$ cat config.mk
export PLATFORM = sky130hd
export DESIGN_NAME = island_bus_demux
export DESIGN_NICKNAME = d
export VERILOG_FILES = /design/src/hw/island_pkg.sv /design/src/hw/island_bus_demux.sv
export SDC_FILE = /design/constraint.sdc
export NUM_CORES = 1
export LEC_CHECK = 0
export BUFFER_PORTS_ARGS = -buffer_cell sky130_fd_sc_hd__buf_2
export CAP_MARGIN = 10
export CORE_AREA = 2 2 204 206
export CTS_CLUSTER_SIZE = 10
export DETAILED_ROUTE_END_ITERATION = 6
export DIE_AREA = 0 0 206 208
export GPL_ROUTABILITY_DRIVEN = 0
export PLACE_DENSITY = 0.3
export SYNTH_ARGS = -nofsm -noshare
export SYNTH_HDL_FRONTEND = slang
export SYNTH_SLANG_ARGS = --single-unit
$ cat constraint.sdc
create_clock -name clk_i -period 4.3 [get_ports clk_i]
set_clock_uncertainty 0.05 [all_clocks]
set_input_delay 0 -clock clk_i [delete_from_list [all_inputs] [get_ports clk_i]]
set_output_delay 0 -clock clk_i [all_outputs]
set_load 0.01 [all_outputs]
$ cat src/hw/island_pkg.sv
`default_nettype none

package island_pkg;

  localparam int unsigned AddrWidth = 32;
  localparam int unsigned DataWidth = 32;
  localparam int unsigned BeWidth   = DataWidth / 8;

  typedef logic [AddrWidth-1:0] addr_t;
  typedef logic [DataWidth-1:0] data_t;
  typedef logic [BeWidth-1:0]   be_t;

  // ------------------------------
  // Address map
  // ------------------------------
  localparam addr_t PeriphOffset  = 32'h0020_0000;
  localparam addr_t PeriphRange   = 32'h0000_1000;
  localparam addr_t SocCtrlOffset = 32'h0000_0000;
  localparam addr_t BootRomOffset = 32'h0000_0100;
  // Every peripheral block spans the same range
  localparam addr_t BlockRange    = 32'h0000_0100;

  // Boot table layout
  localparam int unsigned BootRomWords    = 8;
  localparam logic [15:0] BootRomTag      = 16'hB007;
  localparam addr_t       BootEntryOffset = 32'h0000_0080;

  // SoC control registers
  localparam logic [7:0] BootAddrReg = 8'h00;
  localparam logic [7:0] CtrlReg     = 8'h04;

  localparam data_t ErrRspData = 32'hBADCAB1E;

  typedef enum logic [1:0] {
    BootPreload = 2'd0,
    BootJtag    = 2'd1,
    BootSpi     = 2'd2
  } bootmode_e;

  // Bus side sees raw, control logic sees fields
  typedef union packed {
    data_t raw;
    struct packed {
      logic [28:0] reserved;
      bootmode_e   bootmode;
      logic        fetchen;
    } fields;
  } soc_ctrl_word_u;

  typedef enum logic [1:0] {
    RouteExt    = 2'd0,
    RouteBank0  = 2'd1,
    RouteBank1  = 2'd2,
    RoutePeriph = 2'd3
  } route_e;

endpackage

`default_nettype wire
$ cat src/hw/island_bus_demux.sv
`timescale 1ns/100ps
`default_nettype none

module island_bus_demux #(
  parameter island_pkg::addr_t BaseAddr     = '0,
  parameter int                BankNumBytes = 4096
) (
  input  logic              clk_i,
  input  logic              rst_ni,
  input  logic              mgr_req_i,
  output logic              mgr_gnt_o,
  input  island_pkg::addr_t mgr_addr_i,
  input  logic              mgr_we_i,
  input  island_pkg::be_t   mgr_be_i,
  input  island_pkg::data_t mgr_wdata_i,
  output logic              mgr_rvalid_o,
  output island_pkg::data_t mgr_rdata_o,
  output logic              mgr_err_o,
  output logic              bank0_req_o,
  input  logic              bank0_gnt_i,
  output island_pkg::addr_t bank0_addr_o,
  output logic              bank0_we_o,
  output island_pkg::be_t   bank0_be_o,
  output island_pkg::data_t bank0_wdata_o,
  input  logic              bank0_rvalid_i,
  input  island_pkg::data_t bank0_rdata_i,
  input  logic              bank0_err_i,
  output logic              bank1_req_o,
  input  logic              bank1_gnt_i,
  output island_pkg::addr_t bank1_addr_o,
  output logic              bank1_we_o,
  output island_pkg::be_t   bank1_be_o,
  output island_pkg::data_t bank1_wdata_o,
  input  logic              bank1_rvalid_i,
  input  island_pkg::data_t bank1_rdata_i,
  input  logic              bank1_err_i,
  output logic              periph_req_o,
  input  logic              periph_gnt_i,
  output island_pkg::addr_t periph_addr_o,
  output logic              periph_we_o,
  output island_pkg::be_t   periph_be_o,
  output island_pkg::data_t periph_wdata_o,
  input  logic              periph_rvalid_i,
  input  island_pkg::data_t periph_rdata_i,
  input  logic              periph_err_i,
  output logic              ext_req_o,
  input  logic              ext_gnt_i,
  output island_pkg::addr_t ext_addr_o,
  output logic              ext_we_o,
  output island_pkg::be_t   ext_be_o,
  output island_pkg::data_t ext_wdata_o,
  input  logic              ext_rvalid_i,
  input  island_pkg::data_t ext_rdata_i,
  input  logic              ext_err_i
);
  import island_pkg::*;

  localparam addr_t Bank1Base  = BaseAddr + addr_t'(BankNumBytes);
  localparam addr_t Bank1End   = Bank1Base + addr_t'(BankNumBytes);
  localparam addr_t PeriphBase = BaseAddr + PeriphOffset;

  route_e     route;
  route_e     route_q;
  logic [1:0] pending_q;
  logic       stall;
  logic       sel_gnt;
  logic       rsp_valid;

  // ------------------------------
  // Address decode
  // ------------------------------
  always_comb begin
    route = RouteExt;
    if (mgr_addr_i >= BaseAddr && mgr_addr_i < Bank1Base) begin
      route = RouteBank0;
    end else if (mgr_addr_i >= Bank1Base && mgr_addr_i < Bank1End) begin
      route = RouteBank1;
    end else if (mgr_addr_i >= PeriphBase && mgr_addr_i < PeriphBase + PeriphRange) begin
      route = RoutePeriph;
    end
  end

  // Only one route in flight at a time keeps responses in order
  assign stall = (pending_q == 2'd2) || (pending_q != 2'd0 && route != route_q);

  always_comb begin
    case (route)
      RouteBank0:  sel_gnt = bank0_gnt_i;
      RouteBank1:  sel_gnt = bank1_gnt_i;
      RoutePeriph: sel_gnt = periph_gnt_i;
      default:     sel_gnt = ext_gnt_i;
    endcase
  end

  assign mgr_gnt_o   = mgr_req_i && !stall && sel_gnt;

  assign bank0_req_o  = mgr_req_i && !stall && route == RouteBank0;
  assign bank1_req_o  = mgr_req_i && !stall && route == RouteBank1;
  assign periph_req_o = mgr_req_i && !stall && route == RoutePeriph;
  assign ext_req_o    = mgr_req_i && !stall && route == RouteExt;

  assign bank0_addr_o   = mgr_addr_i;
  assign bank0_we_o     = mgr_we_i;
  assign bank0_be_o     = mgr_be_i;
  assign bank0_wdata_o  = mgr_wdata_i;
  assign bank1_addr_o   = mgr_addr_i;
  assign bank1_we_o     = mgr_we_i;
  assign bank1_be_o     = mgr_be_i;
  assign bank1_wdata_o  = mgr_wdata_i;
  assign periph_addr_o  = mgr_addr_i;
  assign periph_we_o    = mgr_we_i;
  assign periph_be_o    = mgr_be_i;
  assign periph_wdata_o = mgr_wdata_i;
  assign ext_addr_o     = mgr_addr_i;
  assign ext_we_o       = mgr_we_i;
  assign ext_be_o       = mgr_be_i;
  assign ext_wdata_o    = mgr_wdata_i;

  // ------------------------------
  // Response return
  // ------------------------------
  always_comb begin
    case (route_q)
      RouteBank0: begin
        rsp_valid   = bank0_rvalid_i;
        mgr_rdata_o = bank0_rdata_i;
        mgr_err_o   = bank0_err_i;
      end
      RouteBank1: begin
        rsp_valid   = bank1_rvalid_i;
        mgr_rdata_o = bank1_rdata_i;
        mgr_err_o   = bank1_err_i;
      end
      RoutePeriph: begin
        rsp_valid   = periph_rvalid_i;
        mgr_rdata_o = periph_rdata_i;
        mgr_err_o   = periph_err_i;
      end
      default: begin
        rsp_valid   = ext_rvalid_i;
        mgr_rdata_o = ext_rdata_i;
        mgr_err_o   = ext_err_i;
      end
    endcase
  end

  assign mgr_rvalid_o = rsp_valid && pending_q != 2'd0;

  always_ff @(posedge clk_i or negedge rst_ni) begin
    if (!rst_ni) begin
      pending_q <= 2'd0;
      route_q   <= RouteExt;
    end else begin
      if (mgr_gnt_o) begin
        route_q <= route;
      end
      pending_q <= pending_q + {1'b0, mgr_gnt_o} - {1'b0, mgr_rvalid_o};
    end
  end

endmodule

`default_nettype wire

---- Word level (Yosys, flattened, before mapping) ----
Index checks and enable logic that the tools add are counted.
word-level totals
  flip-flop bits (word level) ............. 4
  logic and storage cells ................. 40
  output and inout bits ................... 315
cells by class
  equality and inequality tests ........... 8
  $add $sub $neg .......................... 2
  mux-type cells .......................... 7
  reductions and logical operators ........ 15
  magnitude comparators ................... 6
operator list
  kind                  count
  $pmux 32 s3           1
  $ge 32x1->1 const B   1
  $ge 32x13->1 const B  1
  $ge 32x22->1 const B  1
  $lt 32x13->1 const B  1
  $lt 32x14->1 const B  1
  $lt 32x22->1 const B  1
  $logic_and 1x1->1     11
  $eq 2x2->1 const B    5
  $pmux 1 s3            3
  $mux 2                3
  $eq 2x1->1 const B    2
  $add 2x1->2           1
  $logic_not 2->1       1
  $ne 2x2->1            1
  $reduce_bool 2->1     1
  $sub 2x1->2           1
  $logic_not 1->1       1
  $logic_or 1x1->1      1

---- Depth between registers and ports, before layout ----
  word-level depth ........................ 13
  depth in mapped cells ................... 9

---- Worst setup path after synthesis ----
No wires, ideal clock.
  path kind ............................... register to register
  from .................................... register route_q[0]
  to ...................................... register pending_q[1]
  slack ................................... 1.881 ns
  data arrival time ....................... 2.246 ns
  path buffers ............................ 2
  clock period less this slack ............ 2.419 ns
  stages on the path, launching flop included .. 10
  cells stage by stage .................... dfrtp_1 -> clkbuf_1 -> buf_2 -> mux4_2 -> o21a_1 -> ha_1 -> inv_1 -> ha_1 -> xnor2_1 -> xnor2_1
between the ends
  elaborated cells on any way between the ends .. 13
  classes of those cells .................. 2 x add/sub; 4 x eq/ne; 1 x mux; 6 x reduce/logical
RTL lines
  item                                      line                     source
  start, declared                           island_bus_demux.sv:63   route_e route_q;
  start signal, assigned                    island_bus_demux.sv:152  route_q <= RouteExt;
  start signal, assigned                    island_bus_demux.sv:155  route_q <= route;
  $eq 2x2->1 or $eq 2x1->1 (tied branches)  island_bus_demux.sv:123  case (route_q)
  $pmux 1 s3 *                              island_bus_demux.sv:123
  $logic_and 1x1->1 *                       island_bus_demux.sv:147  assign mgr_rvalid_o = rsp_valid && pending_q != 2'd0;
  named net mgr_rvalid_o                    island_bus_demux.sv:16   output logic mgr_rvalid_o,
  $sub 2x1->2 *                             island_bus_demux.sv:157  pending_q <= pending_q + {1'b0, mgr_gnt_o} - {1'b0, mgr_rvalid_o};
  end signal, assigned                      island_bus_demux.sv:157
  end, declared                             island_bus_demux.sv:64   logic [1:0] pending_q;
Mark *: on every way through the listed nets, which the timed path passes. The rest lies on a longest branch.
A chain may end at the register's enable or synchronous reset.

---- Worst setup path after layout ----
  from .................................... register route_q[1]
  to ...................................... register pending_q[1]
between the ends
  longest elaborated chain between the ends .. 8
  elaborated cells on any way between the ends .. 13
  classes of those cells .................. 2 x add/sub; 4 x eq/ne; 1 x mux; 6 x reduce/logical
RTL lines
  item                             line                     source
  $ne 2x2->1                       island_bus_demux.sv:84   assign stall = (pending_q == 2'd2) || (pending_q != 2'd0 && route != route_q);
  $logic_and 1x1->1                island_bus_demux.sv:84
  $logic_or 1x1->1                 island_bus_demux.sv:84
  $logic_not 1->1                  island_bus_demux.sv:95   assign mgr_gnt_o = mgr_req_i && !stall && sel_gnt;
  $logic_and 1x1->1 (2 in series)  island_bus_demux.sv:95
  $add 2x1->2                      island_bus_demux.sv:157
  $sub 2x1->2 *                    island_bus_demux.sv:157
Mark *: on every way between the ends. The rest lies on a longest branch, timed or not.

==> flow_summary.toml <==
[place]
dp_hpwl_mm = 10.3
dp.cells = 897
io_buffers = 281

[logic_synthesis]
yosys-top-cells-area = "buf_4 (63%), mux4_2 (23%), dfrtp_1 (3.0%)"
synth_top_cell_by_area = "buf_4"
synthArstFlopShare = 1.00
synth-main-ff-cell = "dfrtp_1"
synth.most_common_cell = "buf_4"
yosysUniqueCellTypes = 32
synth_area_per_cell_um2 = 9.00
synth-edff-count = 0
synth-seq-cells = 4
synthTopCellsByCount = "buf_4 (276), mux4_2 (34), inv_1 (5)"
synth.yosys.seq_area_share = 0.0303
synth_cells = 367
syn_area_um2 = 3300
syn_nets = 581
yosysWarnings = 0
synth_top_area_frac = 0.628

[routing]
drt-initial-drc-count = 52
vias = 2462
routed_wl_mm = 12.1
first_pass_iters = 4
post-route-drc-count = 0
wl_per_cell_um = 12.8
via_per_inst = 2.59
ant_nets = 0

[clocking]
clockRootBuffer = "clkbuf_16"
numCtsBuffers = 3
clock_latency_ns = 0.23
htreeDepth = 1
cts.sinks = 4
post_cts_buffers = 0
clk_path_buf_depth = 2
cts_resized = 0
cts_tree = "done"
cts_hold_buf = 50
clkSlewWorstSetupHoldPaths_ns = 0.03

[critical_path]
crit_path_start_kind = "register"
r2r_start = "route_q[1]"
cpPeakStageDelay_ns = 0.58
crit_type = "reg2reg"
worstPathMaxFanout = 28
crit_path_cell_trace = "buf_4 -> mux4_2 -> o21a_1 -> ha_1 -> inv_1 -> ha_1 -> xnor2_1 -> xnor2_1"
crit_path_end_kind = "register"
cp.required_ns = 4.39
cp_slowest_cell = "mux4_2"
crit_start = "route_q[1]"
critPathArrivalTime_ns = 2.74

[grt]
first_global_vias = 2534
grt.overflow.total = 0
antenna_found_initial = 1
grt_use_total = 0.0512
grt_pass1_wl_mm = 16.0
grt_max_degree = 34

[floorplan]
core_um2 = 40600
die_area_um2 = 42800
start_util = 0.0814
io_pins = 527
fp.dieW_um = 206
row_count = 74
die_y_um = 208

[power]
vdd_drop_max_mv = 0.121
p_leak_nw = 1.68
pwr_density_cell_nw_per_um2 = 240
finalPower_uw = 926

[timing]
worst_pin_slew_ns = 0.732
post-route-period-util = 0.615
rsz0062_at_grt = "false"
fmax_mhz = 378
fin_crit_ns = 2.64
setup_tns_ns = 0
hold_viol = 0
slew_violations = 0
max-slew-margin-rel = 0.512
finalSetupViolations = 0

[job]
cap_violations = 0

[final_layout]
final_nets = 634
instances_no_fill = 951
synthToLayoutAreaGrowth_pct = 16.9
n_antenna_cell = 0
drive_gt1_frac = 0.783

[worst_hold_path]
min_path_type = "in2async"

[run_status]
status = "complete, no violations"
==> kinds of logic (layout without fill, tap and decap cells) <==
group           after synthesis  in the layout  synth area share
buf+inv                     290            342             0.645
xor+xnor                      4              4            0.0106
simple gates                 21             21            0.0474
compound gates               12             12            0.0273
mux                          34             34             0.232
flops                         4              4            0.0303
fa+ha+maj                     2              2           0.00758
==> sequential cells by signal (all words and copies together), names as in the netlist <==
register,cells
pending_q,2
route_q,2
==> final timing paths <==
kind | to | slack, ns | depth (start not counted)
setup / recovery | pending_q[1] | 1.66 | 8
hold / removal | route_q[1] | 0.12 | 2
setup reg to reg | pending_q[1] | 1.66 | 8
hold reg to reg | pending_q[1] | 0.47 | 1
max in group asynchronous | route_q[0] | 3.95 | 2
min in group clk_i | ext_addr_o[16] | 0.18 | 2
==> cell type report <==
type | instances | area [um2]
multi-input cells | 73 | 1070
clock buffers | 4 | 78.8
well taps | 532 | 666
flip-flops and latches | 4 | 103
inverters | 5 | 18.8
repair buffers | 333 | 1920
fillers | 4774 | 36700
==> per-layer routing <==
metal / GRT usage / part of all wire / vias up
li1: - / - / 1068
met1: 0.0653 / 0.41 / 1165
met2: 0.0881 / 0.49 / 216
met3: 0.0139 / 0.090 / 13
met4: 0.00591 / 0.0091 / 0
met5: 0 / 0 / -
==> power by group <==
part	total (mW)	internal [mW]	switching, mW
clock network	0.151	0.123	0.0280
registers	0.0772	0.0535	0.0237
logic	0.698	0.327	0.371
==> layout by cell type, fill, tap and decap left out, drive strengths merged, types with 2 or more instances in the layout <==
master and instances:
mux4 34, buf 283, inv 5, nor3b 2, nand2 2, clkbuf 4
o32ai 2, nor4 2, ha 2, xnor2 3, dfrtp 4, nor2 4
nor3 2, or4 4, a21oi 2, nand3 2, a211oi 2, dlygate4sd3 50
==> metrics by stage <==
stage,cell area (um2),util,hold slack [ns],worst slack [ns]
after global placement,3280,0.0809,-0.229,1.65
after global routing,3860,0.0952,0.142,1.46
final,3860,0.0952,0.118,1.66
after detailed placement,3280,0.0809,-0.234,1.60
after floorplan,3300,-,-0.346,1.88
after CTS,3860,0.0952,0.124,1.58
==> worst max-delay path, delay by kind of cell, from the launching register on <==
| family | cells | cell delay (ns) |
|---|---|---|
| muxes | 1 | 0.58 |
| DFF | 1 | 0.51 |
| buffers and inverters | 2 | 0.52 |
| adders and majority gates | 2 | 0.46 |
| xor gates and xnor gates | 2 | 0.30 |
| AOI/OAI and AO/OA | 1 | 0.14 |
Note: power is estimated with default switching activity, not from simulation.
