`src/hw/island_pkg.sv`:
```
`default_nettype none

package island_pkg;

  localparam int unsigned AddrWidth = 32;
  localparam int unsigned DataWidth = 32;
  localparam int unsigned BeWidth   = DataWidth / 8;

  typedef logic [AddrWidth-1:0] addr_t;
  typedef logic [DataWidth-1:0] data_t;
  typedef logic [BeWidth-1:0]   be_t;

  // ------------------------------
  // Address map
  // ------------------------------
  localparam addr_t PeriphOffset  = 32'h0020_0000;
  localparam addr_t PeriphRange   = 32'h0000_1000;
  localparam addr_t SocCtrlOffset = 32'h0000_0000;
  localparam addr_t BootRomOffset = 32'h0000_0100;
  // Every peripheral block spans the same range
  localparam addr_t BlockRange    = 32'h0000_0100;

  // Boot table layout
  localparam int unsigned BootRomWords    = 8;
  localparam logic [15:0] BootRomTag      = 16'hB007;
  localparam addr_t       BootEntryOffset = 32'h0000_0080;

  // SoC control registers
  localparam logic [7:0] BootAddrReg = 8'h00;
  localparam logic [7:0] CtrlReg     = 8'h04;

  localparam data_t ErrRspData = 32'hBADCAB1E;

  typedef enum logic [1:0] {
    BootPreload = 2'd0,
    BootJtag    = 2'd1,
    BootSpi     = 2'd2
  } bootmode_e;

  // Bus side sees raw, control logic sees fields
  typedef union packed {
    data_t raw;
    struct packed {
      logic [28:0] reserved;
      bootmode_e   bootmode;
      logic        fetchen;
    } fields;
  } soc_ctrl_word_u;

  typedef enum logic [1:0] {
    RouteExt    = 2'd0,
    RouteBank0  = 2'd1,
    RouteBank1  = 2'd2,
    RoutePeriph = 2'd3
  } route_e;

endpackage

`default_nettype wire
```
`src/hw/island_periph_block.sv`:
```
`timescale 1ns/100ps
`default_nettype none

module island_periph_block #(
  parameter island_pkg::addr_t BaseAddr = '0
) (
  input  logic                  clk_i,
  input  logic                  rst_ni,
  input  logic                  req_i,
  output logic                  gnt_o,
  input  island_pkg::addr_t     addr_i,
  input  logic                  we_i,
  input  island_pkg::be_t       be_i,
  input  island_pkg::data_t     wdata_i,
  output logic                  rvalid_o,
  output island_pkg::data_t     rdata_o,
  output logic                  err_o,
  input  island_pkg::bootmode_e bootmode_i,
  input  logic                  fetch_enable_i,
  output logic                  fetch_enable_o,
  output island_pkg::addr_t     boot_addr_o
);
  import island_pkg::*;

  localparam addr_t PeriphBase = BaseAddr + PeriphOffset;

  addr_t      offset;
  logic       sel_ctrl;
  logic       sel_rom;
  logic [5:0] rom_idx;
  data_t      rom_word;
  logic       ctrl_rvalid;
  data_t      ctrl_rdata;
  logic       loc_valid_q;
  logic       loc_err_q;
  data_t      loc_rdata_q;

  // ------------------------------
  // Peripheral decode
  // ------------------------------
  assign offset   = addr_i - PeriphBase;
  assign sel_ctrl = offset >= SocCtrlOffset && offset < SocCtrlOffset + BlockRange;
  // Boot table is read only, writes land on the error path
  assign sel_rom  = !we_i && offset >= BootRomOffset && offset < BootRomOffset + BlockRange;
  assign gnt_o    = 1'b1;

  assign rom_idx  = offset[7:2];
  assign rom_word = (rom_idx < BootRomWords) ? {BootRomTag, 10'd0, rom_idx} : '0;

  island_soc_ctrl #(
    .PeriphBase ( PeriphBase )
  ) i_soc_ctrl (
    .clk_i,
    .rst_ni,
    .reg_req_i      ( req_i && sel_ctrl       ),
    .reg_we_i       ( we_i                    ),
    .reg_addr_i     ( offset - SocCtrlOffset  ),
    .reg_wdata_i    ( wdata_i                 ),
    .reg_be_i       ( be_i                    ),
    .reg_rvalid_o   ( ctrl_rvalid             ),
    .reg_rdata_o    ( ctrl_rdata              ),
    .bootmode_i,
    .fetch_enable_i,
    .fetch_enable_o,
    .boot_addr_o
  );

  // ------------------------------
  // Boot table and error response
  // ------------------------------
  always_ff @(posedge clk_i or negedge rst_ni) begin
    if (!rst_ni) begin
      loc_valid_q <= 1'b0;
    end else begin
      loc_valid_q <= req_i && !sel_ctrl;
    end
  end

  always_ff @(posedge clk_i) begin
    if (req_i && !sel_ctrl) begin
      loc_err_q   <= !sel_rom;
      loc_rdata_q <= sel_rom ? rom_word : ErrRspData;
    end
  end

  // Never both valid, only one access per cycle
  assign rvalid_o = loc_valid_q | ctrl_rvalid;
  assign rdata_o  = loc_valid_q ? loc_rdata_q : ctrl_rdata;
  assign err_o    = loc_valid_q & loc_err_q;

endmodule

`default_nettype wire

```
`src/hw/island_soc_ctrl.sv`:
```
`timescale 1ns/100ps
`default_nettype none

module island_soc_ctrl #(
  parameter island_pkg::addr_t PeriphBase = 32'h0020_0000
) (
  input  logic                  clk_i,
  input  logic                  rst_ni,
  input  logic                  reg_req_i,
  input  logic                  reg_we_i,
  input  island_pkg::addr_t     reg_addr_i,
  input  island_pkg::data_t     reg_wdata_i,
  input  island_pkg::be_t       reg_be_i,
  output logic                  reg_rvalid_o,
  output island_pkg::data_t     reg_rdata_o,
  input  island_pkg::bootmode_e bootmode_i,
  input  logic                  fetch_enable_i,
  output logic                  fetch_enable_o,
  output island_pkg::addr_t     boot_addr_o
);
  import island_pkg::*;

  localparam addr_t BootAddrReset = PeriphBase + BootRomOffset + BootEntryOffset;

  logic           first_cycle_q;
  addr_t          boot_addr_q;
  soc_ctrl_word_u ctrl_q;
  logic [7:0]     reg_offset;
  data_t          wmask;

  assign reg_offset = reg_addr_i[7:0];

  always_comb begin
    for (int b = 0; b < BeWidth; b++) begin
      wmask[8*b +: 8] = {8{reg_be_i[b]}};
    end
  end

  always_ff @(posedge clk_i or negedge rst_ni) begin
    if (!rst_ni) begin
      first_cycle_q <= 1'b1;
      reg_rvalid_o  <= 1'b0;
    end else begin
      first_cycle_q <= 1'b0;
      reg_rvalid_o  <= reg_req_i;
    end
  end

  always_ff @(posedge clk_i or negedge rst_ni) begin
    if (!rst_ni) begin
      boot_addr_q <= BootAddrReset;
    end else if (reg_req_i && reg_we_i && reg_offset == BootAddrReg) begin
      boot_addr_q <= (boot_addr_q & ~wmask) | (reg_wdata_i & wmask);
    end
  end

  // Boot mode sampled once, right after reset
  always_ff @(posedge clk_i or negedge rst_ni) begin
    if (!rst_ni) begin
      ctrl_q <= '0;
    end else if (first_cycle_q) begin
      ctrl_q.fields.bootmode <= bootmode_i;
      ctrl_q.fields.fetchen  <= (bootmode_i == BootJtag);
    end else if (reg_req_i && reg_we_i && reg_offset == CtrlReg) begin
      ctrl_q.raw <= (ctrl_q.raw & ~wmask) | (reg_wdata_i & wmask);
    end
  end

  always_ff @(posedge clk_i) begin
    if (reg_req_i) begin
      if (reg_we_i) begin
        reg_rdata_o <= '0;
      end else begin
        case (reg_offset)
          BootAddrReg: reg_rdata_o <= boot_addr_q;
          CtrlReg:     reg_rdata_o <= ctrl_q.raw;
          default:     reg_rdata_o <= '0;
        endcase
      end
    end
  end

  assign fetch_enable_o = ctrl_q.fields.fetchen | fetch_enable_i;
  assign boot_addr_o    = boot_addr_q;

endmodule

`default_nettype wire

```
`config.mk`:
```
export PLATFORM = sky130hd
export DESIGN_NAME = island_periph_block
export DESIGN_NICKNAME = d
export VERILOG_FILES = /design/src/hw/island_pkg.sv /design/src/hw/island_periph_block.sv /design/src/hw/island_soc_ctrl.sv
export SDC_FILE = /design/constraint.sdc
export NUM_CORES = 1
export LEC_CHECK = 0
export BUFFER_PORTS_ARGS = -buffer_cell sky130_fd_sc_hd__buf_4
export CAP_MARGIN = 20
export CORE_ASPECT_RATIO = 1.5
export CORE_MARGIN = 2
export CORE_UTILIZATION = 32
export DETAILED_ROUTE_END_ITERATION = 7
export PLACE_DENSITY = 0.55
export SLEW_MARGIN = 25
export SYNTH_ARGS = -nofsm -noshare
export SYNTH_HDL_FRONTEND = slang
export SYNTH_HIERARCHICAL = 1
export SYNTH_SLANG_ARGS = --single-unit
```
`constraint.sdc`:
```
create_clock -name clk_i -period 4.2 [get_ports clk_i]
set_input_delay 0.21 -clock clk_i [delete_from_list [all_inputs] [get_ports clk_i]]
set_output_delay 0.21 -clock clk_i [all_outputs]
set_load 0.01 [all_outputs]
```
* Word level (Yosys, flattened, before mapping)
Cells that the tools add are included.
Storage, ports and cells: flip-flop bits (word level) 132, latch bits 0, bits in writable memories 0, ROM bits 0, input port bits 75, output and inout bits 68, word-level logic and storage cells 48, memories kept 0
Operators by class: add/sub/neg operators 1, multiply operators 0, div/mod/pow operators 0, $lt $le $gt $ge 5, eq/ne operators 2, shifts and indexed selects 0, mux-type cells 5, bitwise gates (word level) 10, reductions and logical operators 15
Operators by type and width (count):
- bitwise AND 32 bit | 3
- 2-to-1 mux 32 bit | 2
- OR 32 bit | 2
- one-hot mux 32 bit (2 select lines) | 1
- >= comparator 32 x 1 -> 1 bit, second input constant | 1
- >= comparator 32 x 9 -> 1 bit, second input constant | 1
- less-than comparator 32 x 10 -> 1 bit, second input constant | 1
- less-than comparator 32 x 9 -> 1 bit, second input constant | 1
- NOT 32 bit | 1
- subtractor 32 x 22 -> 32 bit, second input constant | 1
- == test 8 x 3 -> 1 bit, second input constant | 1
- logical AND 1 bit | 8
- logical NOT 8 bit | 1
- less-than comparator 6 x 4 -> 1 bit, second input constant | 1
- 2-to-1 mux 3 bit | 2
- AND reduction 2 bit | 2
- logical NOT 1 bit | 3
- == test 2 x 1 -> 1 bit, second input constant | 1
- OR 1 bit | 2
- nonzero test 2 bit | 1
- bitwise AND 1 bit | 1
- NOT 1 bit | 1

* Depth between registers and ports, before layout
Gate-level depths: netlist of the first run.
depth in word-level cells 8, depth in mapped cells 13, gate-level depth less buffers 10

* Modules after synthesis
Netlist of the first run, hierarchy kept.
Modules (own cells, without submodules):
- island_soc_ctrl | instances 1, cells an instance 265, area each 4023.9 um^2, seq. area each 2617.5 um^2
- island_periph_block | instances 1, cells an instance 149, area each 1167.4 um^2, seq. area each 325.3 um^2

* Worst setup path before layout of the first run
No wires, ideal clock.
path type input port to flip-flop, start in addr_i[21], end reg with a tool-made name, setup time 0.125 ns, arrival time 3.773 ns, required time 4.075 ns, slack 0.302 ns, stages 11, buffers on the path 1, cell sequence inv_1 -> ha_1 -> or4b_1 -> buf_2 -> or4b_4 -> a31oi_1 -> and4_1 -> and2_1 -> nand3_1 -> nor3_4 -> mux2_2
RTL lines:
- start, declared | RTL line island_periph_block.sv:11 | input island_pkg::addr_t addr_i,

==> summary.md, run 1 <==
| Metric | Value |
|---|---|
| Worst setup EP type | flop |
| Global-route wire length before repair | 20,000 µm |
| Gpl congestion | between 0.8 and 0.9 |
| Clk buf depth | 2 |
| PnR Total Power | between 0.002 and 0.0025 W |
| Die Ht | 158 µm |
| Cells after synthesis | a little under 400 |
| Synthesis-to-layout area growth | 30.4% |
| CTS hold repair buffers | 0 |
| Initial antenna violation count | 0 |
| CP max FO | 8 |
| Clock skew | 0.00603 ns |
| GRT Total Usage | about 16% |
| H-tree depth | 3 |
| Leakage | approximately 3 nW |
| Psw | 0.000490 W |
| Setup violators final | 0 |
| Hold slack | -0.0262 ns |
| Initial detailed-routing violation count | 104 |
| Worst endpoint required time | between 4 and 5 ns |
| Syn_area_per_cell | 12.8 µm² |
| DR vias | around 3.6k |
| Clock network power share | between 30% and 40% |
| N_diodes | 0 |
| Max Freq | between 300 and 400 MHz |
| CTS tree | yes |
| Share of cells above drive strength 1 | a little under half |
| Final critical-path share of the clock period | between 70% and 80% |
| Row Count | 56 |
| CP startpoint kind | input port |
| Slew @ Worst Pin | 0.888 ns |
| DRC | 0 |
| IO buf count | 141 |
| Die footprint | around 0.017 mm² |
| Logic pwr share | about 8.3% |
| Max VDD drop | 165 µV |
| Drt total wl | 13,100 µm |
| CTS Buf Count | 9 |
| Crit path kind | input port to flop |
| Starting Density | 32.5% |
| Hold Path Class | input port to asynchronous set/reset pin |
| CTS resizes | 0 |
| Flop pwr share | 53.3% |
| Setup total negative slack | 0 ns |
| Vias in the first global route | ~3.7k |
| Buffer count from post-CTS setup fixing | 0 |
| CTS root buf | clkbuf_16 |
| Final min period | 3.14 ns |
| MaxCap Viol Count | 0 |
| Failing checks | hold timing |
| R2R Setup Slk | ~2.5 ns |
| Core Region | around 0.016 mm² |
| I/O pins | between 100 and 150 |
| Cell Area, Synth | between 0.005 and 0.006 mm² |
| Final hold viol count | 30 |
| DP HPWL | between 9000 and 10,000 µm |
| Pwr/cell area | around 320 mW/mm² |
| Clock Latency Late Sink | 0.35 ns |
| Worst Path Arrival | roughly 3.4 ns |
| Final Net Count | between 600 and 700 |
| Status | finished with violations |
| Wire length per cell | ~18 µm |
| Clock Pin Slew Worst Setup and Hold Paths | about 0.070 ns |
| Largest net degree at the start of global routing | 68 |
| Vias per inst | 4.86 |
| Sw Ratio | 23.4% |
| Int Pwr | ~0.0016 W |
| Slew Limit Fails | 0 |
| Slew margin rel. | between 40 and 50% |
| RSZ-0062 raised after global routing | no |
| DRT antenna net count | 0 |
| Syn. warnings | 6 |
| Die W | around 110 µm |
| Net Count, Synth | roughly 470 |
| CTS Sinks | 109 |
| First-pass DRT Iterations | 4 |
| Gr ovfl total | 0 |
final cells by class:
class | count | area, µm²
Clock buffer | 9 | 225
Clock inverter | 7 | 48.8
Fill cell | 1491 | 9000
Inverter | 24 | 90.1
Multi-Input combinational cell | 245 | 1970
Sequential cell | 109 | 2940
Tap cell | 203 | 254
Timing Repair Buffer | 146 | 1100
metrics by stage:
stage	std cells	util (%)	area (µm²)	setup WS, ns	hold slack (ns)
after floorplan	396	-	5080	0.349	-0.0856
after global placement	727	40.6	6350	0.745	0.383
after detailed placement	727	40.6	6350	0.678	0.399
after CTS	743	42.4	6620	1.03	0.0250
after global routing	743	42.4	6620	0.819	0.0400
final	743	42.4	6620	1.06	-0.0262
layer usage:
layer,part of all wire (%),wire [µm],track usage (%)
met5,0,0,0
met4,2.1,279,6.43
met3,5.0,650,3.03
met2,52,6850,27.6
met1,41,5320,19.0
power by group through the flow:
stage	Clock [W]	Combinational, W	Sequential (W)
detailed placement	0	0.000177	0.00114
global placement	0	0.000175	0.00114
floorplan	0	0.0000642	0.00113
global route	0.000874	0.000190	0.00112
CTS	0.000828	0.000177	0.00111
finish	0.000801	0.000174	0.00111
path summary, 6_finish.rpt:
check / start / cells after the start / to
worst min-delay path: rst_ni / 1 / i_soc_ctrl/reg_rvalid_o
worst max-delay path: addr_i[21] / 11 / flop
worst max register to register: i_soc_ctrl/first_cycle_q / 4 / flop
max in group asynchronous: rst_ni / 1 / asynchronous set/reset pin
min in group clk_i: bootmode_i[0] / 3 / flop
worst min register to register: flop / 1 / flop
worst max-delay path, cell delays in order:
cell     delay [ns]
buf_4          0.13
inv_1          0.05
ha_1           0.23
or4b_1         0.49
or4b_4         0.54
a31oi_1        0.23
and4_2         0.30
and2_1         0.21
nand3_1        0.17
nor3_4         0.43
mux2_2         0.39
cell usage in the layout, fill, tap and decap left out, types with 7 or more instances in the layout:
cell type  count
buf_4        146
mux2_2        66
dfrtp_1       63
edfxtp_1      42
nor2_1        37
mux2i_1       35
inv_1         24
o21ai_0       19
nand2_1       11
nor2b_1        9
clkbuf_16      9
nand3_1        7
(Power assumes the default switching activity.)
==> inputs of run 2 (changes only) <==
Clock period 4.2 ns to 3.2 ns, I/O delays scaled along.
==> run 2 against run 1 <==
Clock power rose by 42%. Largest cell class unchanged. Wire length down 0.91%. Largest power group unchanged. Power is 36% higher. The run now ends clean. Critical path type unchanged. Worst hold slack improved by 0.057 ns.
==> summary.md, run 2 (same netlist as run 1, synthesis figures left out) <==
| Metric | Value |
|---|---|
| FF-to-FF path depth | 4 |
| Psw | around 0.00063 W |
| Worst endpoint required time | ~3.4 ns |
| Final min period | 2.86 ns |
| Slew margin rel. | between 40% and 50% |
| Flop pwr share | 51.7% |
| Share of cells above drive strength 1 | 47.5% |
| Max Freq | ~350 MHz |
| I/O pins | ~140 |
| Starting Density | between 30% and 40% |
| Int Pwr | 0.00221 W |
| Global-route wire length before repair | slightly above 20,000 µm |
| PnR Total Power | approximately 0.0028 W |
| Clock network power share | roughly two fifths |
| Worst Hold Launch | bootmode_i[0] |
| Status | completed |
| Max stage delay on crit path | about 0.56 ns |
| Buf+Inv Stages, Crit Path | 2 |
| Clock skew | 0.00711 ns |
| Post-Place Worst Slack | -0.00933 ns |
| Buffer count from post-CTS setup fixing | 0 |
| N_diodes | 0 |
| Sw Ratio | between 20% and 30% |
| DR vias | between 3k and 4k |
| Worst path cell trace | buf_4, inv_2, ha_4, or4b_1, or4b_4, a31oi_4, and4_4, and2_4, nand2_1, nor2_2, mux2_2 |
| CTS Buf Count | 9 |
| Worst setup margin | ~0.34 ns |
| Delay-heaviest family, CP | simple AND/OR/NAND/NOR gates |
| Wire length per cell | 17.3 µm |
| Gpl congestion | a little over 0.8 |
| Post-Layout Inst Area | 0.00679 mm² |
| Setup total negative slack | 0 ns |
| Worst Path Arrival | approximately 3 ns |
| CTS root buf | clkbuf_16 |
| Vias per inst | ~4.9 |
| Final Non-Filler Cells | around 750 |
| FF-to-FF Start | i_soc_ctrl/first_cycle_q |
| Slew @ Worst Pin | slightly below 0.9 ns |
| CTS tree | yes |
| CTS hold repair buffers | 1 |
| GRT Total Usage | between 15 and 20% |
| Fill cell count | around 1.5k |
| Largest net degree at the start of global routing | 68 |
| Pwr/cell area | approximately 420 mW/mm² |
| Clock Latency Late Sink | ~0.34 ns |
| Drt total wl | ~13,000 µm |
| R2R Setup Slk | ~1.5 ns |
| RSZ-0062 raised after global routing | no |
| Clock Pin Slew Worst Setup and Hold Paths | roughly 0.07 ns |
| Hold path depth | 3 |
| DRT antenna net count | 0 |
| Max VDD drop | about 230 µV |
| Setup violators final | 0 |
| Clk buf depth | 2 |
| Slew Limit Fails | 0 |
| H-tree depth | 3 |
| Die footprint | between 0.015 and 0.02 mm² |
| First-pass DRT Iterations | 4 |
| Row Count | 56 |
| DRC | 0 |
| Hold Path Class | input port to flop |
| Core Region | 0.0156 mm² |
| Leakage | approximately 3.1 nW |
| Most frequent cells in the layout | 154 x buf_4, 64 x mux2_2, 63 x dfrtp_1 |
| Crit path kind | input port to flop |
| Placed cell count | about 740 |
| CP max FO | 8 |
| Gr ovfl total | 0 |
| CTS resizes | 0 |
| Logic pwr share | 8.3% |
| Worst setup EP type | flop |
| Die W | 107 µm |
| Commonest non-fill, non-tap cell in the layout | buf_4 |
| Final hold viol count | 0 |
| Initial detailed-routing violation count | ~110 |
| DP HPWL | 9450 µm |
| Die Ht | between 150 and 200 µm |
| MaxCap Viol Count | 0 |
| Vias in the first global route | 3,844 |
| Slowest cell on the critical path | or4b_4 |
| IO buf count | between 100 and 150 |
| Final Net Count | 620 |
| CTS Sinks | between 100 and 150 |
| Final critical-path share of the clock period | 89.4% |
| CP startpoint kind | input port |
| Initial antenna violation count | 0 |
| Placed inst area | 0.00647 mm² |
| Synthesis-to-layout area growth | 33.6% |
## run 2: how the worst max path moves through the flow
stage	start	end	slack [ns]	cells past startpoint
after global routing	addr_i[21]	flop	0.21	11
after floorplan	addr_i[21]	flop	-0.03	11
after global placement	addr_i[21]	flop	0.09	11
final	addr_i[21]	flop	0.34	11
after detailed placement	addr_i[21]	flop	-0.009	11
after CTS	addr_i[21]	flop	0.36	11
## run 2: power by group through the flow
stage	logic (W)	clock network [W]	registers [W]
2_1_floorplan	0.0000872	0	0.00149
3_3_place_gp	0.000232	0	0.00149
3_5_place_dp	0.000236	0	0.00149
4_1_cts	0.000238	0.00117	0.00146
5_1_grt	0.000255	0.00123	0.00147
6_report	0.000235	0.00114	0.00146
## run 2: through the flow
stage          utilization [%]  hold slack, ns
2_1_floorplan                -          -0.136
3_3_place_gp              41.4           0.330
3_5_place_dp              41.4           0.340
4_1_cts                   43.4          0.0166
5_1_grt                   43.4          0.0209
6_report                  43.4          0.0311
## run 2: area by class of cell
type | count | area [µm²] | area share (%)
sequential | 109 | 2940 | 43.4
multi-input combinational | 245 | 2020 | 29.8
timing repair buffer | 155 | 1170 | 17.2
tap | 203 | 254 | 3.74
clock buffer | 10 | 239 | 3.52
inverter | 24 | 90.1 | 1.33
clock inverter | 6 | 71.3 | 1.05
## run 2: worst register-to-register path: cells and delay by family, from the launching register on
kind / cells / cell delay (ns)
mux: 1 / 0.37
simple gates: 2 / 0.56
flops: 1 / 0.55
buf+inv: 1 / 0.07
## run 2: routing by layer
| layer | track usage, % | share of wire (%) | vias to the layer above |
|---|---|---|---|
| met4 | 5.88 | 2.0 | 0 |
| met1 | 17.7 | 39 | 1813 |
| met3 | 3.77 | 6.0 | 14 |
| li1 | - | - | 1714 |
| met5 | 0 | 0 | - |
| met2 | 28.8 | 53 | 109 |
==> inputs of run 3 (changes only) <==
Settings changed: PLACE_DENSITY 0.55 to 0.57, REMOVE_ABC_BUFFERS from default to 1.
Clock period 3.2 ns to 2.4 ns, I/O delays scaled along.
==> run 3 against run 2 <==
The flow now finishes with violations (setup timing). Final cell count up 3.5%. Combinational power up 43%. Sequential power up 34%. Global-route usage down 0.34 points. Clock power up 18%. Worst hold slack worse by 0.016 ns. Die area unchanged. Clock skew down 0.0016 ns. Wire length down 0.18%. First-iteration DRC count up 15%. Sequential share of layout area down 1.9 points.
==> summary.md, run 3 (same netlist as run 1, synthesis figures left out) <==
| Metric | Value |
|---|---|
| Status | finished with violations |
| Failing checks | setup timing |
| DRT antenna net count | 0 |
| CTS root buf | clkbuf_16 |
| Worst Path Arrival | around 2.8 ns |
| Slew Limit Fails | 0 |
| Final critical-path share of the clock period | 106% |
| Die Ht | 158 µm |
| Commonest non-fill, non-tap cell in the layout | buf_4 |
| Flop pwr share | a little over half |
| Hold Path Class | input port to flop |
| Clock Latency Late Sink | around 0.34 ns |
| CTS Sinks | ~110 |
| Synthesis-to-layout area growth | 39.7% |
| Clk buf depth | 2 |
| Worst setup EP type | flop |
| DR vias | approximately 3.7k |
| Die W | roughly 110 µm |
| CTS Buf Count | 9 |
| Gpl congestion | 0.810 |
| Clock skew | between 0.005 and 0.006 ns |
| Clock network power share | ~37% |
| Int Pwr | between 0.002 and 0.003 W |
| Vias in the first global route | between 3k and 4k |
| Vias per inst | around 4.8 |
| Global-route wire length before repair | 20,000 µm |
| RSZ-0062 raised after global routing | yes |
| Slew margin rel. | 42.3% |
| DRC | 0 |
| Most frequent cells in the layout | 170 x buf_4, 63 x dfrtp_1, 47 x mux2_2 |
| Max Freq | 392 MHz |
| Gr ovfl total | 0 |
| DP HPWL | around 9500 µm |
| Final hold viol count | 0 |
| Share of cells above drive strength 1 | approximately half |
| CP max FO | 8 |
| Initial antenna violation count | 0 |
| Worst setup margin | -0.149 ns |
| Starting Density | roughly a third |
| N_diodes | 0 |
| Core Region | between 0.015 and 0.02 mm² |
| R2R Setup Slk | approximately 0.87 ns |
| Slew @ Worst Pin | ~0.86 ns |
| Clock Pin Slew Worst Setup and Hold Paths | about 0.07 ns |
| Wire length per cell | 16.7 µm |
| Sw Ratio | between 20% and 30% |
| PnR Total Power | approximately 0.0036 W |
| Die footprint | around 0.017 mm² |
| Row Count | 56 |
| Worst endpoint required time | ~2.6 ns |
| Leakage | about 3.3 nW |
| Max VDD drop | 290 µV |
| Drt total wl | about 13,000 µm |
| H-tree depth | 3 |
| Crit path kind | input port to flop |
| Pwr/cell area | 510 mW/mm² |
| GRT Total Usage | ~15% |
| MaxCap Viol Count | 0 |
| First-pass DRT Iterations | 4 |
| FF-to-FF Start | i_soc_ctrl/first_cycle_q |
| Hold slack | about 0.015 ns |
| Setup total negative slack | -5.59 ns |
| I/O pins | ~140 |
| CP startpoint kind | input port |
| FF-to-FF path depth | 4 |
| Worst Setup SP | addr_i[21] |
| Initial detailed-routing violation count | 130 |
| Logic pwr share | roughly a tenth |
| Setup violators final | between 60 and 70 |
| Largest net degree at the start of global routing | 68 |
| Final Net Count | around 650 |
| Psw | a little over 0.0008 W |
| IO buf count | approximately 140 |
| Final min period | between 2 and 3 ns |
| CTS tree | yes |
==> run 3: changes by cell type in the layout (fill, tap and decap cells not counted), sizes merged <==
cell / previous run / this run
buf: 154 / 179
clkbuf: 10 / 12
bufinv: 1 / 0
dlygate4sd3: 1 / 2
inv: 25 / 24
==> run 3: timing repair <==
action / 4_1_cts / 5_1_grt
endpoints found under the setup margin: 64 / 64
hold buffers: 2 / 0
gates resized for setup: 35 / 6
buffers inserted: 0 / 2
pin swaps: 5 / 2
hold endpoints to repair: 65 / 0
==> run 3: worst min path at each step <==
stage                     slack, ns  startpoint  cells past startpoint                    endpoint
after floorplan               -0.18      rst_ni                      0  asynchronous set/reset pin
after global placement         0.28      rst_ni                      1  asynchronous set/reset pin
after detailed placement       0.29      rst_ni                      1  asynchronous set/reset pin
after CTS                     0.004  wdata_i[3]                      2                        flop
after global routing          0.003  wdata_i[5]                      2                        flop
final                          0.01  wdata_i[8]                      2                        flop
==> run 3: layer usage <==
| layer | track usage, % | vias to the layer above | wire (µm) |
|---|---|---|---|
| met5 | 0 | - | 0 |
| met3 | 3.27 | 10 | 631 |
| li1 | - | 1762 | - |
| met2 | 27.7 | 93 | 6830 |
| met4 | 5.19 | 0 | 208 |
| met1 | 18.2 | 1853 | 5290 |
==> run 3: power groups by stage <==
stage	clock network, W	logic (W)	registers, W
finish	0.00134	0.000337	0.00195
global route	0.00145	0.000366	0.00195
CTS	0.00139	0.000341	0.00195
detailed placement	0	0.000328	0.00199
global placement	0	0.000324	0.00199
floorplan	0	0.0000843	0.00199
==> run 3: through the flow <==
step	utilization [%]	cells	area (µm²)	worst slack (ns)
finish	45.4	778	7100	-0.149
detailed placement	42.5	758	6650	-0.702
floorplan	-	378	5000	-1.28
CTS	45.2	776	7060	-0.162
global placement	42.5	758	6650	-0.672
global route	45.4	778	7100	-0.235
==> run 3: cell type report <==
| cell class | count | area (µm²) |
|---|---|---|
| fill | 1452 | 8520 |
| sequential | 109 | 2940 |
| multi-input combinational | 245 | 2100 |
| timing repair buffer | 181 | 1450 |
| tap | 203 | 254 |
| clock buffer | 12 | 236 |
| inverter | 24 | 92.6 |
| clock inverter | 4 | 26.3 |
==> run 3: critical path, cell delays in order <==
cell,delay [ns]
buf_8,0.10
inv_4,0.04
ha_4,0.12
or4b_4,0.46
or4b_4,0.52
a31oi_4,0.19
and4_4,0.25
and2_4,0.19
nand2_4,0.07
nor3_4,0.23
buf_12,0.16
mux2_2,0.32
